===== src/hw/nc_pkg.sv =====
package nc_pkg;

    // bfloat16 format
    localparam int DATA_W   = 16;
    localparam int EXP_W    = 8;
    localparam int MAN_W    = 7;   // Stored mantissa, hidden one not included
    localparam int EXP_BIAS = 127;
    localparam int EXP_MAX  = 255;

    typedef struct packed {
        logic             sign;
        logic [EXP_W-1:0] exp;
        logic [MAN_W-1:0] man;
    } bf16_t;

    typedef logic [7:0] byte_t;

    // Framing of the byte stream in both directions
    localparam byte_t FRAME_START = 8'hFE;
    localparam byte_t FRAME_END   = 8'hFF;

    // Array geometry
    localparam int ARRAY_N          = 2;
    localparam int OPERAND_CNT      = ARRAY_N * ARRAY_N;
    localparam int FRAME_DATA_BYTES = 2 * OPERAND_CNT * (DATA_W / 8);
    localparam int RESULT_BYTES     = OPERAND_CNT * (DATA_W / 8);

    // First shift up to the edge that captures the results
    localparam int COMPUTE_CYCLES = 6;

    // Index 0 is a1 or b1, which sits in the top bits
    typedef struct packed {
        bf16_t [0:OPERAND_CNT-1] a;
        bf16_t [0:OPERAND_CNT-1] b;
    } operands_t;

    // r1 in the top bits, r4 at the bottom
    typedef bf16_t [0:OPERAND_CNT-1] results_t;

endpackage


===== src/hw/bf16_mul.sv =====
module bf16_mul (
    input  nc_pkg::bf16_t a_i,
    input  nc_pkg::bf16_t b_i,
    output nc_pkg::bf16_t product_o
);
    import nc_pkg::*;

    logic [2*(MAN_W+1)-1:0] prod;      // Significand product, hidden ones included
    logic                   carry;     // Product reached two or more
    logic [MAN_W-1:0]       man;
    logic                   zero;
    logic [EXP_W:0]         exp_sum;   // One extra bit for the raw sum
    logic [EXP_W:0]         exp_unb;
    logic                   overflow;
    logic [EXP_W-1:0]       exp_res;
    logic [MAN_W-1:0]       ovf_mask;

    assign prod  = {1'b1, a_i.man} * {1'b1, b_i.man};
    assign carry = prod[2*MAN_W+1];

    // Drop the leading one, one place further left on a carry
    assign man = carry ? prod[2*MAN_W -: MAN_W] : prod[2*MAN_W-1 -: MAN_W];

    assign zero = (a_i.exp == '0) || (b_i.exp == '0);

    assign exp_sum = {1'b0, a_i.exp} + {1'b0, b_i.exp} + {{EXP_W{1'b0}}, carry};
    assign exp_unb = exp_sum - (EXP_W+1)'(EXP_BIAS);

    // Raw sum outside bias..EXP_MAX saturates, low side included
    assign overflow = !zero && ((exp_sum < EXP_BIAS) || (exp_sum > EXP_MAX));

    always_comb begin
        if (zero) begin
            exp_res = '0;
        end else if (overflow) begin
            exp_res = '1;
        end else begin
            exp_res = exp_unb[EXP_W-1:0];
        end
    end

    assign ovf_mask  = overflow ? '0 : '1;
    assign product_o = {a_i.sign ^ b_i.sign, exp_res, man & ovf_mask};

endmodule


===== src/hw/bf16_add.sv =====
module bf16_add (
    input  nc_pkg::bf16_t a_i,
    input  nc_pkg::bf16_t b_i,
    output nc_pkg::bf16_t sum_o
);
    import nc_pkg::*;

    bf16_t            lead_op;     // Larger magnitude
    bf16_t            lag_op;
    logic             exc;
    logic             same_sign;
    logic [MAN_W:0]   sig_lead;
    logic [MAN_W:0]   sig_lag;
    logic [MAN_W:0]   sig_align;
    logic [EXP_W-1:0] exp_diff;
    logic [MAN_W+1:0] sig_sum;
    logic [MAN_W-1:0] man_res;
    logic [EXP_W-1:0] exp_res;

    // Magnitude order on exponent and mantissa together
    assign {lead_op, lag_op} = (a_i[DATA_W-2:0] < b_i[DATA_W-2:0]) ? {b_i, a_i} : {a_i, b_i};

    assign exc       = (lead_op.exp == EXP_MAX) || (lag_op.exp == EXP_MAX);
    assign same_sign = ~(lead_op.sign ^ lag_op.sign);

    assign sig_lead  = {1'b1, lead_op.man};
    assign sig_lag   = {1'b1, lag_op.man};
    assign exp_diff  = lead_op.exp - lag_op.exp;
    assign sig_align = sig_lag >> exp_diff;

    // No subtract path, unlike signs collapse to zero significand
    assign sig_sum = same_sign ? ({1'b0, sig_lead} + {1'b0, sig_align}) : '0;

    // Carry out moves the point one place
    assign man_res = sig_sum[MAN_W+1] ? sig_sum[MAN_W:1] : sig_sum[MAN_W-1:0];
    assign exp_res = sig_sum[MAN_W+1] ? lead_op.exp + 1'b1 : lead_op.exp;

    assign sum_o = exc ? '0 : {lead_op.sign, exp_res, man_res};

endmodule


===== src/hw/processing_element.sv =====
module processing_element (
    input  logic          clk,
    input  logic          reset,
    input  logic          load_i,
    input  logic          compute_i,
    input  nc_pkg::bf16_t weight_i,
    input  nc_pkg::bf16_t act_i,
    input  nc_pkg::bf16_t psum_i,
    output nc_pkg::bf16_t act_o,
    output nc_pkg::bf16_t psum_o
);
    import nc_pkg::*;

    bf16_t weight_q;    // Stays put for the whole multiply
    bf16_t prod;
    bf16_t sum;

    bf16_mul u_mul (
        .a_i       (act_i),
        .b_i       (weight_q),
        .product_o (prod)
    );

    bf16_add u_add (
        .a_i   (psum_i),
        .b_i   (prod),
        .sum_o (sum)
    );

    always_ff @(posedge clk) begin
        if (load_i) begin
            weight_q <= weight_i;
        end
    end

    // Activations move east, partial sums move south
    always_ff @(posedge clk or negedge reset) begin
        if (!reset) begin
            act_o  <= '0;
            psum_o <= '0;
        end else if (compute_i) begin
            act_o  <= act_i;
            psum_o <= sum;
        end
    end

endmodule


===== src/hw/systolic_array.sv =====
module systolic_array (
    input  logic              clk,
    input  logic              reset,
    input  nc_pkg::operands_t operands_i,
    input  logic              operands_valid_i,
    output nc_pkg::results_t  results_o,
    output logic              results_valid_o
);
    import nc_pkg::*;

    typedef enum logic {
        PH_IDLE,
        PH_COMPUTE
    } phase_t;

    phase_t                            phase_q;
    logic [$clog2(COMPUTE_CYCLES)-1:0] cnt_q;
    logic                              load;
    logic                              compute;
    bf16_t act_q   [ARRAY_N][2*ARRAY_N-1];    // Skewed activation rows, slot 0 feeds column 0
    bf16_t delay_q [2*ARRAY_N-1][ARRAY_N];    // Bottom partial sums, slot 0 newest
    bf16_t east_w  [ARRAY_N][ARRAY_N];
    bf16_t south_w [ARRAY_N][ARRAY_N];
    bf16_t act_in  [ARRAY_N][ARRAY_N];
    bf16_t psum_in [ARRAY_N][ARRAY_N];

    // The load phase is the idle cycle that sees operands_valid_i
    assign load    = (phase_q == PH_IDLE) && operands_valid_i;
    assign compute = (phase_q == PH_COMPUTE);

    always_ff @(posedge clk or negedge reset) begin
        if (!reset) begin
            phase_q         <= PH_IDLE;
            cnt_q           <= '0;
            results_valid_o <= 1'b0;
        end else begin
            results_valid_o <= 1'b0;
            case (phase_q)
                PH_IDLE: begin
                    if (operands_valid_i) begin
                        phase_q <= PH_COMPUTE;
                        cnt_q   <= '0;
                    end
                end
                PH_COMPUTE: begin
                    if (cnt_q == COMPUTE_CYCLES - 1) begin
                        phase_q         <= PH_IDLE;
                        results_valid_o <= 1'b1;
                    end else begin
                        cnt_q <= cnt_q + 1'b1;
                    end
                end
            endcase
        end
    end

    always_ff @(posedge clk) begin
        if (load) begin
            for (int r = 0; r < ARRAY_N; r++) begin
                for (int k = 0; k < 2 * ARRAY_N - 1; k++) begin
                    act_q[r][k] <= '0;
                end
                for (int c = 0; c < ARRAY_N; c++) begin
                    act_q[r][r + c] <= operands_i.a[r * ARRAY_N + c];   // Row r starts r cycles late
                end
            end
        end else if (compute) begin
            for (int r = 0; r < ARRAY_N; r++) begin
                for (int k = 0; k < 2 * ARRAY_N - 2; k++) begin
                    act_q[r][k] <= act_q[r][k + 1];
                end
                act_q[r][2 * ARRAY_N - 2] <= '0;
            end
            for (int c = 0; c < ARRAY_N; c++) begin
                delay_q[0][c] <= south_w[ARRAY_N - 1][c];
                for (int i = 1; i < 2 * ARRAY_N - 1; i++) begin
                    delay_q[i][c] <= delay_q[i - 1][c];
                end
            end
            // Column c gives its k-th sum k cycles after its first, and starts c cycles late
            if (cnt_q == COMPUTE_CYCLES - 1) begin
                for (int c = 0; c < ARRAY_N; c++) begin
                    for (int k = 0; k < ARRAY_N; k++) begin
                        results_o[c * ARRAY_N + k] <= delay_q[2 * ARRAY_N - 2 - k - c][c];
                    end
                end
            end
        end
    end

    for (genvar r = 0; r < ARRAY_N; r++) begin : g_row
        for (genvar c = 0; c < ARRAY_N; c++) begin : g_col
            if (c == 0) begin : g_west_edge
                assign act_in[r][c] = act_q[r][0];
            end else begin : g_west_inner
                assign act_in[r][c] = east_w[r][c - 1];
            end
            if (r == 0) begin : g_north_edge
                assign psum_in[r][c] = '0;                  // Top row adds to zero
            end else begin : g_north_inner
                assign psum_in[r][c] = south_w[r - 1][c];
            end

            processing_element u_pe (
                .clk       (clk),
                .reset     (reset),
                .load_i    (load),
                .compute_i (compute),
                .weight_i  (operands_i.b[c * ARRAY_N + r]),
                .act_i     (act_in[r][c]),
                .psum_i    (psum_in[r][c]),
                .act_o     (east_w[r][c]),
                .psum_o    (south_w[r][c])
            );
        end
    end

endmodule


===== src/hw/frame_receiver.sv =====
module frame_receiver (
    input  logic              clk,
    input  logic              reset,
    input  nc_pkg::byte_t     rx_data_i,
    input  logic              rx_valid_i,
    output nc_pkg::operands_t operands_o,
    output logic              operands_valid_o,
    output logic              trailer_o
);
    import nc_pkg::*;

    typedef enum logic [1:0] {
        RX_WAIT_START,
        RX_DATA,
        RX_WAIT_END
    } rx_state_t;

    rx_state_t                           state_q;
    logic [$clog2(FRAME_DATA_BYTES)-1:0] cnt_q;    // Data byte position in the frame
    byte_t [0:FRAME_DATA_BYTES-1]        data_q;   // Byte 0 is the high half of a1
    logic                                take;

    assign take = (state_q == RX_DATA) && rx_valid_i;

    // Even counts fill the high half of a number, odd counts the low half
    assign operands_o = data_q;

    always_ff @(posedge clk) begin
        if (take) begin
            data_q[cnt_q] <= rx_data_i;
        end
    end

    always_ff @(posedge clk or negedge reset) begin
        if (!reset) begin
            state_q          <= RX_WAIT_START;
            cnt_q            <= '0;
            operands_valid_o <= 1'b0;
            trailer_o        <= 1'b0;
        end else begin
            operands_valid_o <= 1'b0;
            trailer_o        <= 1'b0;
            if (rx_valid_i) begin
                case (state_q)
                    RX_WAIT_START: begin
                        if (rx_data_i == FRAME_START) begin   // Anything else is junk
                            state_q <= RX_DATA;
                            cnt_q   <= '0;
                        end
                    end
                    RX_DATA: begin
                        cnt_q <= cnt_q + 1'b1;
                        if (cnt_q == FRAME_DATA_BYTES - 1) begin
                            operands_valid_o <= 1'b1;
                            state_q          <= RX_WAIT_END;
                        end
                    end
                    RX_WAIT_END: begin
                        if (rx_data_i == FRAME_END) begin
                            trailer_o <= 1'b1;
                            state_q   <= RX_WAIT_START;
                        end
                    end
                    default: state_q <= RX_WAIT_START;
                endcase
            end
        end
    end

endmodule


===== src/hw/result_sender.sv =====
module result_sender (
    input  logic             clk,
    input  logic             reset,
    input  nc_pkg::results_t results_i,
    input  logic             results_valid_i,
    input  logic             trailer_i,
    input  logic             tx_idle_i,
    output nc_pkg::byte_t    tx_data_o,
    output logic             tx_valid_o
);
    import nc_pkg::*;

    typedef enum logic {
        ST_IDLE,
        ST_SEND
    } tx_state_t;

    tx_state_t                           state_q;
    logic                                res_pend_q;
    logic                                trl_pend_q;
    logic [$clog2(RESULT_BYTES+2)-1:0]   idx_q;      // 0 start byte, last is end byte
    byte_t [0:RESULT_BYTES-1]            res_q;      // Byte 0 is r1 high
    logic                                start;
    logic                                send_now;
    byte_t                               next_byte;

    // Results and trailer may come in either order
    assign start = (state_q == ST_IDLE) && (res_pend_q || results_valid_i) &&
                   (trl_pend_q || trailer_i);

    // Transmitter drops idle the cycle after a pulse, so skip one cycle
    assign send_now = (state_q == ST_SEND) && tx_idle_i && !tx_valid_o;

    always_comb begin
        if (idx_q == '0) begin
            next_byte = FRAME_START;
        end else if (idx_q == RESULT_BYTES + 1) begin
            next_byte = FRAME_END;
        end else begin
            next_byte = res_q[idx_q - 1'b1];
        end
    end

    always_ff @(posedge clk) begin
        if (start) begin
            res_q <= results_i;
        end
        if (send_now) begin
            tx_data_o <= next_byte;
        end
    end

    always_ff @(posedge clk or negedge reset) begin
        if (!reset) begin
            state_q    <= ST_IDLE;
            res_pend_q <= 1'b0;
            trl_pend_q <= 1'b0;
            idx_q      <= '0;
            tx_valid_o <= 1'b0;
        end else begin
            tx_valid_o <= send_now;
            case (state_q)
                ST_IDLE: begin
                    if (start) begin
                        res_pend_q <= 1'b0;
                        trl_pend_q <= 1'b0;
                        idx_q      <= '0;
                        state_q    <= ST_SEND;
                    end else begin
                        res_pend_q <= res_pend_q | results_valid_i;
                        trl_pend_q <= trl_pend_q | trailer_i;
                    end
                end
                ST_SEND: begin                      // Strobes are dropped while sending
                    if (send_now) begin
                        idx_q <= idx_q + 1'b1;
                        if (idx_q == RESULT_BYTES + 1) begin
                            state_q <= ST_IDLE;
                        end
                    end
                end
            endcase
        end
    end

endmodule


===== src/hw/neural_chip.sv =====
module neural_chip (
    input  logic          clk,
    input  logic          reset,
    input  nc_pkg::byte_t rx_data_i,
    input  logic          rx_valid_i,
    input  logic          tx_idle_i,
    output nc_pkg::byte_t tx_data_o,
    output logic          tx_valid_o,
    output logic          mult_done_o
);
    import nc_pkg::*;

    operands_t operands;
    logic      operands_valid;
    logic      trailer;
    results_t  results;
    logic      results_valid;

    // Byte stream in, operand set out
    frame_receiver u_frame_receiver (
        .clk              (clk),
        .reset            (reset),
        .rx_data_i        (rx_data_i),
        .rx_valid_i       (rx_valid_i),
        .operands_o       (operands),
        .operands_valid_o (operands_valid),
        .trailer_o        (trailer)
    );

    systolic_array u_systolic_array (
        .clk              (clk),
        .reset            (reset),
        .operands_i       (operands),
        .operands_valid_i (operands_valid),
        .results_o        (results),
        .results_valid_o  (results_valid)
    );

    // Reply frame goes out once both results and trailer are in
    result_sender u_result_sender (
        .clk             (clk),
        .reset           (reset),
        .results_i       (results),
        .results_valid_i (results_valid),
        .trailer_i       (trailer),
        .tx_idle_i       (tx_idle_i),
        .tx_data_o       (tx_data_o),
        .tx_valid_o      (tx_valid_o)
    );

    assign mult_done_o = results_valid;

endmodule


===== config.mk =====
export PLATFORM = sky130hd
export DESIGN_NAME = neural_chip
export DESIGN_NICKNAME = d
export VERILOG_FILES = /design/src/hw/nc_pkg.sv /design/src/hw/bf16_mul.sv /design/src/hw/bf16_add.sv /design/src/hw/processing_element.sv /design/src/hw/systolic_array.sv /design/src/hw/frame_receiver.sv /design/src/hw/result_sender.sv /design/src/hw/neural_chip.sv
export SDC_FILE = /design/constraint.sdc
export NUM_CORES = 1
export LEC_CHECK = 0
export BUFFER_PORTS_ARGS = -buffer_cell sky130_fd_sc_hd__buf_2
export CAP_MARGIN = 5
export CORE_ASPECT_RATIO = 1.2
export CORE_MARGIN = 2
export CORE_UTILIZATION = 58
export DETAILED_ROUTE_END_ITERATION = 10
export PLACE_DENSITY = 0.82
export SLEW_MARGIN = 20
export SYNTH_ARGS = -nofsm -noshare
export SYNTH_HDL_FRONTEND = slang
export SYNTH_SLANG_ARGS = --single-unit

===== constraint.sdc =====
create_clock -name clk -period 13.07 [get_ports clk]
set_input_delay 1.9605 -clock clk [delete_from_list [all_inputs] [get_ports clk]]
set_output_delay 1.9605 -clock clk [all_outputs]
set_load 0.05 [all_outputs]

==> impl_results.md <==
* Share of the synthesized area in the top cell type at 0.394
* Total CTS buffers at 58
* Vias at roughly 24000
* Worst vdd rail ir drop at 0.118 mV
* Drt initial violations at between 1000 and 1500
* Max Root-Sink Buffers at 3
* WP data arrival at 13.14 ns
* Most frequent cells after synthesis: 472 x edfxtp_1, 324 x inv_1, 235 x ha_1
* Area leader, netlist: edfxtp_1
* Asr flop ratio synth at 0.193
* Area post-placement at between 30000 and 40000 µm²
* Die width at roughly 230 µm
* Clk_skew at 0.0277 ns
* Starting utilization of the core area at 0.583
* Syn_nets at 3474
* Cells after Synth at 3075
* Critical Path Fanout Max at 9
* Grt total ovfl at 0
* Via-per-instance ratio at slightly below 6
* Filler instances at between 4000 and 5000
* Hpwl dp at between 50000 and 60000 µm
* Htree depth at 2
* Die Span Y at approximately 280 µm
* Number of iterations in the first detailed-routing pass at 7
* Total chip power at 3.79 mW
* Worst Setup Path Type: reg2reg
* Mean Syn Cell Area at around 12 µm²
* Worst slew margin at 0.278
* Bufs and invs on worst path at 6
* Max Fclk at 79.1 MHz
* Top cells by area, synth: edfxtp_1 39%, fa_1 8.5%, ha_1 8.2%
* Post-synthesis sequential area ratio at 0.484
* Status: finished clean
* Yosys warns at 0
* Share of cells above drive strength 1 at 0.118
* Synth Flop Type: edfxtp_1
* Via count of the first global-routing pass at around 25000
* CTS sink count at approximately 610
* IO buf count at 21
* Setup Viol. Count Final at 0
* Die ar. at 64000 µm²
* Final Max Tran Viols at 0
* Top-count cell post-synth: edfxtp_1
* Core area at about 62000 µm²
* CP required at 13.57 ns
* Detailed-route wire length per cell at about 20 µm
* Layout Nets at between 3000 and 4000
* LEAKAGE at approximately 17 nW
* First-pass GRT wire length at approximately 130000 µm
* Clock slew at reported path FFs at approximately 0.070 ns
* HP Class: reg2reg
* Register area at between 15000 and 20000 µm²
* Max incr delay on CP at between 0.5 and 0.6 ns
* Crit path launch type: register
* Final Hold Vio Count at 0
* Slowest stage cell, crit path: fa_1
* GP Congestion at ~0.95
* Final worst-path cycle share at 0.967
* Post-layout min period at between 10 and 15 ns
* Clk_lat worst skew at around 0.64 ns
* Crit-path leading delay family: adder cells
* Max cap viols at 0
* Slew @ Worst Pin at 1.07 ns
* Area of the mapped netlist at about 36000 µm²
* Pin count of the biggest net entering global routing at 83
* I/O pins at 22
* Cell variety after synth at a little under 100
* CTS Root Buffer Type: clkbuf_16
* GRT Total Usage at 0.251
* CP Capture Type: register
* Power Dens Cells at roughly 95 nW/µm²
* Ant diodes at 0
* FF+latch count, synth at 605
* FP Rows at 100
* Final instance area at 39800 µm²
* TritonCTS clock tree: done
* Area growth syn-to-layout at 10.5%
* CP most frequent cell: fa_1
* Area occupied by multi-input gates at around 17000 µm²
* Detail Route Antenna Nets at 0
* Initial antenna violation count at 1
* Total Routed Length at between 80000 and 90000 µm
* DR DRC count at 0
* Post-synth EDFFs at between 400 and 500
-- per-layer routing --
| metal | GRT usage | wire length, µm |
|---|---|---|
| met5 | 0 | 13 |
| met4 | 0.108 | 3550 |
| met3 | 0.0301 | 3210 |
| met2 | 0.453 | 42100 |
| met1 | 0.302 | 31400 |
-- power by group --
| group | leakage [nW] | switching (mW) | total [mW] | internal (mW) |
|---|---|---|---|---|
| Sequential | 6.33 | 0.00823 | 2.07 | 2.06 |
| Combinational | 9.55 | 0.0309 | 0.0392 | 0.00827 |
| Clock | 0.941 | 0.734 | 1.68 | 0.945 |
-- path summary, 6_finish.rpt --
kind | cells past startpoint | slack, ns | startpoint | end
setup / recovery | 52 | 0.43 | register | register
hold / removal | 0 | 0.41 | u_systolic_array.delay_q[0][30] | u_systolic_array.delay_q[1][30]
setup reg to reg | 52 | 0.43 | register | register
hold reg to reg | 0 | 0.41 | u_systolic_array.delay_q[0][30] | u_systolic_array.delay_q[1][30]
max in group asynchronous | 2 | 10.15 | reset | u_systolic_array.compute
min in group asynchronous | 1 | 1.38 | reset | u_systolic_array.g_row[0].g_col[0].u_pe.act_o[2]
-- what timing repair did --
item                       in CTS  in global routing
gates resized for setup        17                 52
pin swaps                       0                 18
hold buffers                    0                  0
setup buffers                   2                 32
setup endpoints to repair      27                 30
-- state kept, by name (all words and copies together), names as in the netlist --
name / count
u_frame_receiver.cnt_q: 4
u_frame_receiver.operands_o: 128
u_frame_receiver.operands_valid_o: 1
u_frame_receiver.state_q: 2
u_frame_receiver.trailer_o: 1
u_result_sender.idx_q: 4
u_result_sender.res_pend_q: 1
u_result_sender.res_q: 64
u_result_sender.state_q: 1
u_result_sender.trl_pend_q: 1
u_result_sender.tx_data_o: 8
u_result_sender.tx_valid_o: 1
u_systolic_array.act_q: 80
u_systolic_array.cnt_q: 3
u_systolic_array.compute: 1
u_systolic_array.delay_q: 80
u_systolic_array.g_row.g_col.u_pe.act_o: 32
u_systolic_array.g_row.g_col.u_pe.psum_o: 64
u_systolic_array.g_row.g_col.u_pe.weight_q: 64
u_systolic_array.results_o: 64
u_systolic_array.results_valid_o: 1
-- logic make-up (layout without fill, tap and decap cells) --
kind of cell               after synthesis  after routing  share of synthesized area
muxes                                  141            141                     0.0468
xor gates and xnor gates               108            108                     0.0265
and+or+nand+nor                        898            898                      0.128
adders and majority gates              387            387                      0.166
DFF                                    605            605                      0.484
buffers and inverters                  410            552                     0.0439
AOI/OAI and AO/OA                      526            526                      0.105
-- layout make-up --
cell class / count / share of cell area
Sequential cell: 605 / 0.438
Multi-Input combinational cell: 2060 / 0.436
Clock buffer: 76 / 0.0400
Inverter: 326 / 0.0308
Tap cell: 816 / 0.0257
Timing Repair Buffer: 116 / 0.0206
Clock inverter: 34 / 0.00872
-- worst reg2reg max path, delay by kind of cell, from the launching register on --
kind	cells	cell delay (ns)
simple gates	17	3.59
compound gates	18	3.62
flops	1	0.52
buf+inv	6	0.56
xor+xnor	1	0.18
fa+ha+maj	10	4.00
-- cells in the final DEF, fill, tap and decap left out, drive strengths merged, types with 49 or more instances in the layout --
cell type,netlist,layout
a21oi,110,110
and2,184,184
buf,28,116
clkbuf,56,76
dfrtp,117,117
edfxtp,472,472
fa,152,152
ha,235,235
inv,325,329
mux2,52,52
mux2i,73,73
nand2,200,200
nor2,206,206
nor3,66,66
o21ai,97,97
xnor2,59,59
xor2,49,49
-- metrics by stage --
stage	std cells	TNS [ns]	util	worst slack (ns)	hold slack, ns
floorplan	3075	0	-	0.204	0.400
global placement	3889	0	0.604	0.0595	0.400
detailed placement	3889	-6.45	0.604	-0.507	0.405
CTS	4001	0	0.637	0.0326	0.413
global route	4033	-1.08	0.645	-0.156	0.419
finish	4033	0	0.645	0.430	0.413
Power figures use the tool's default switching activity.
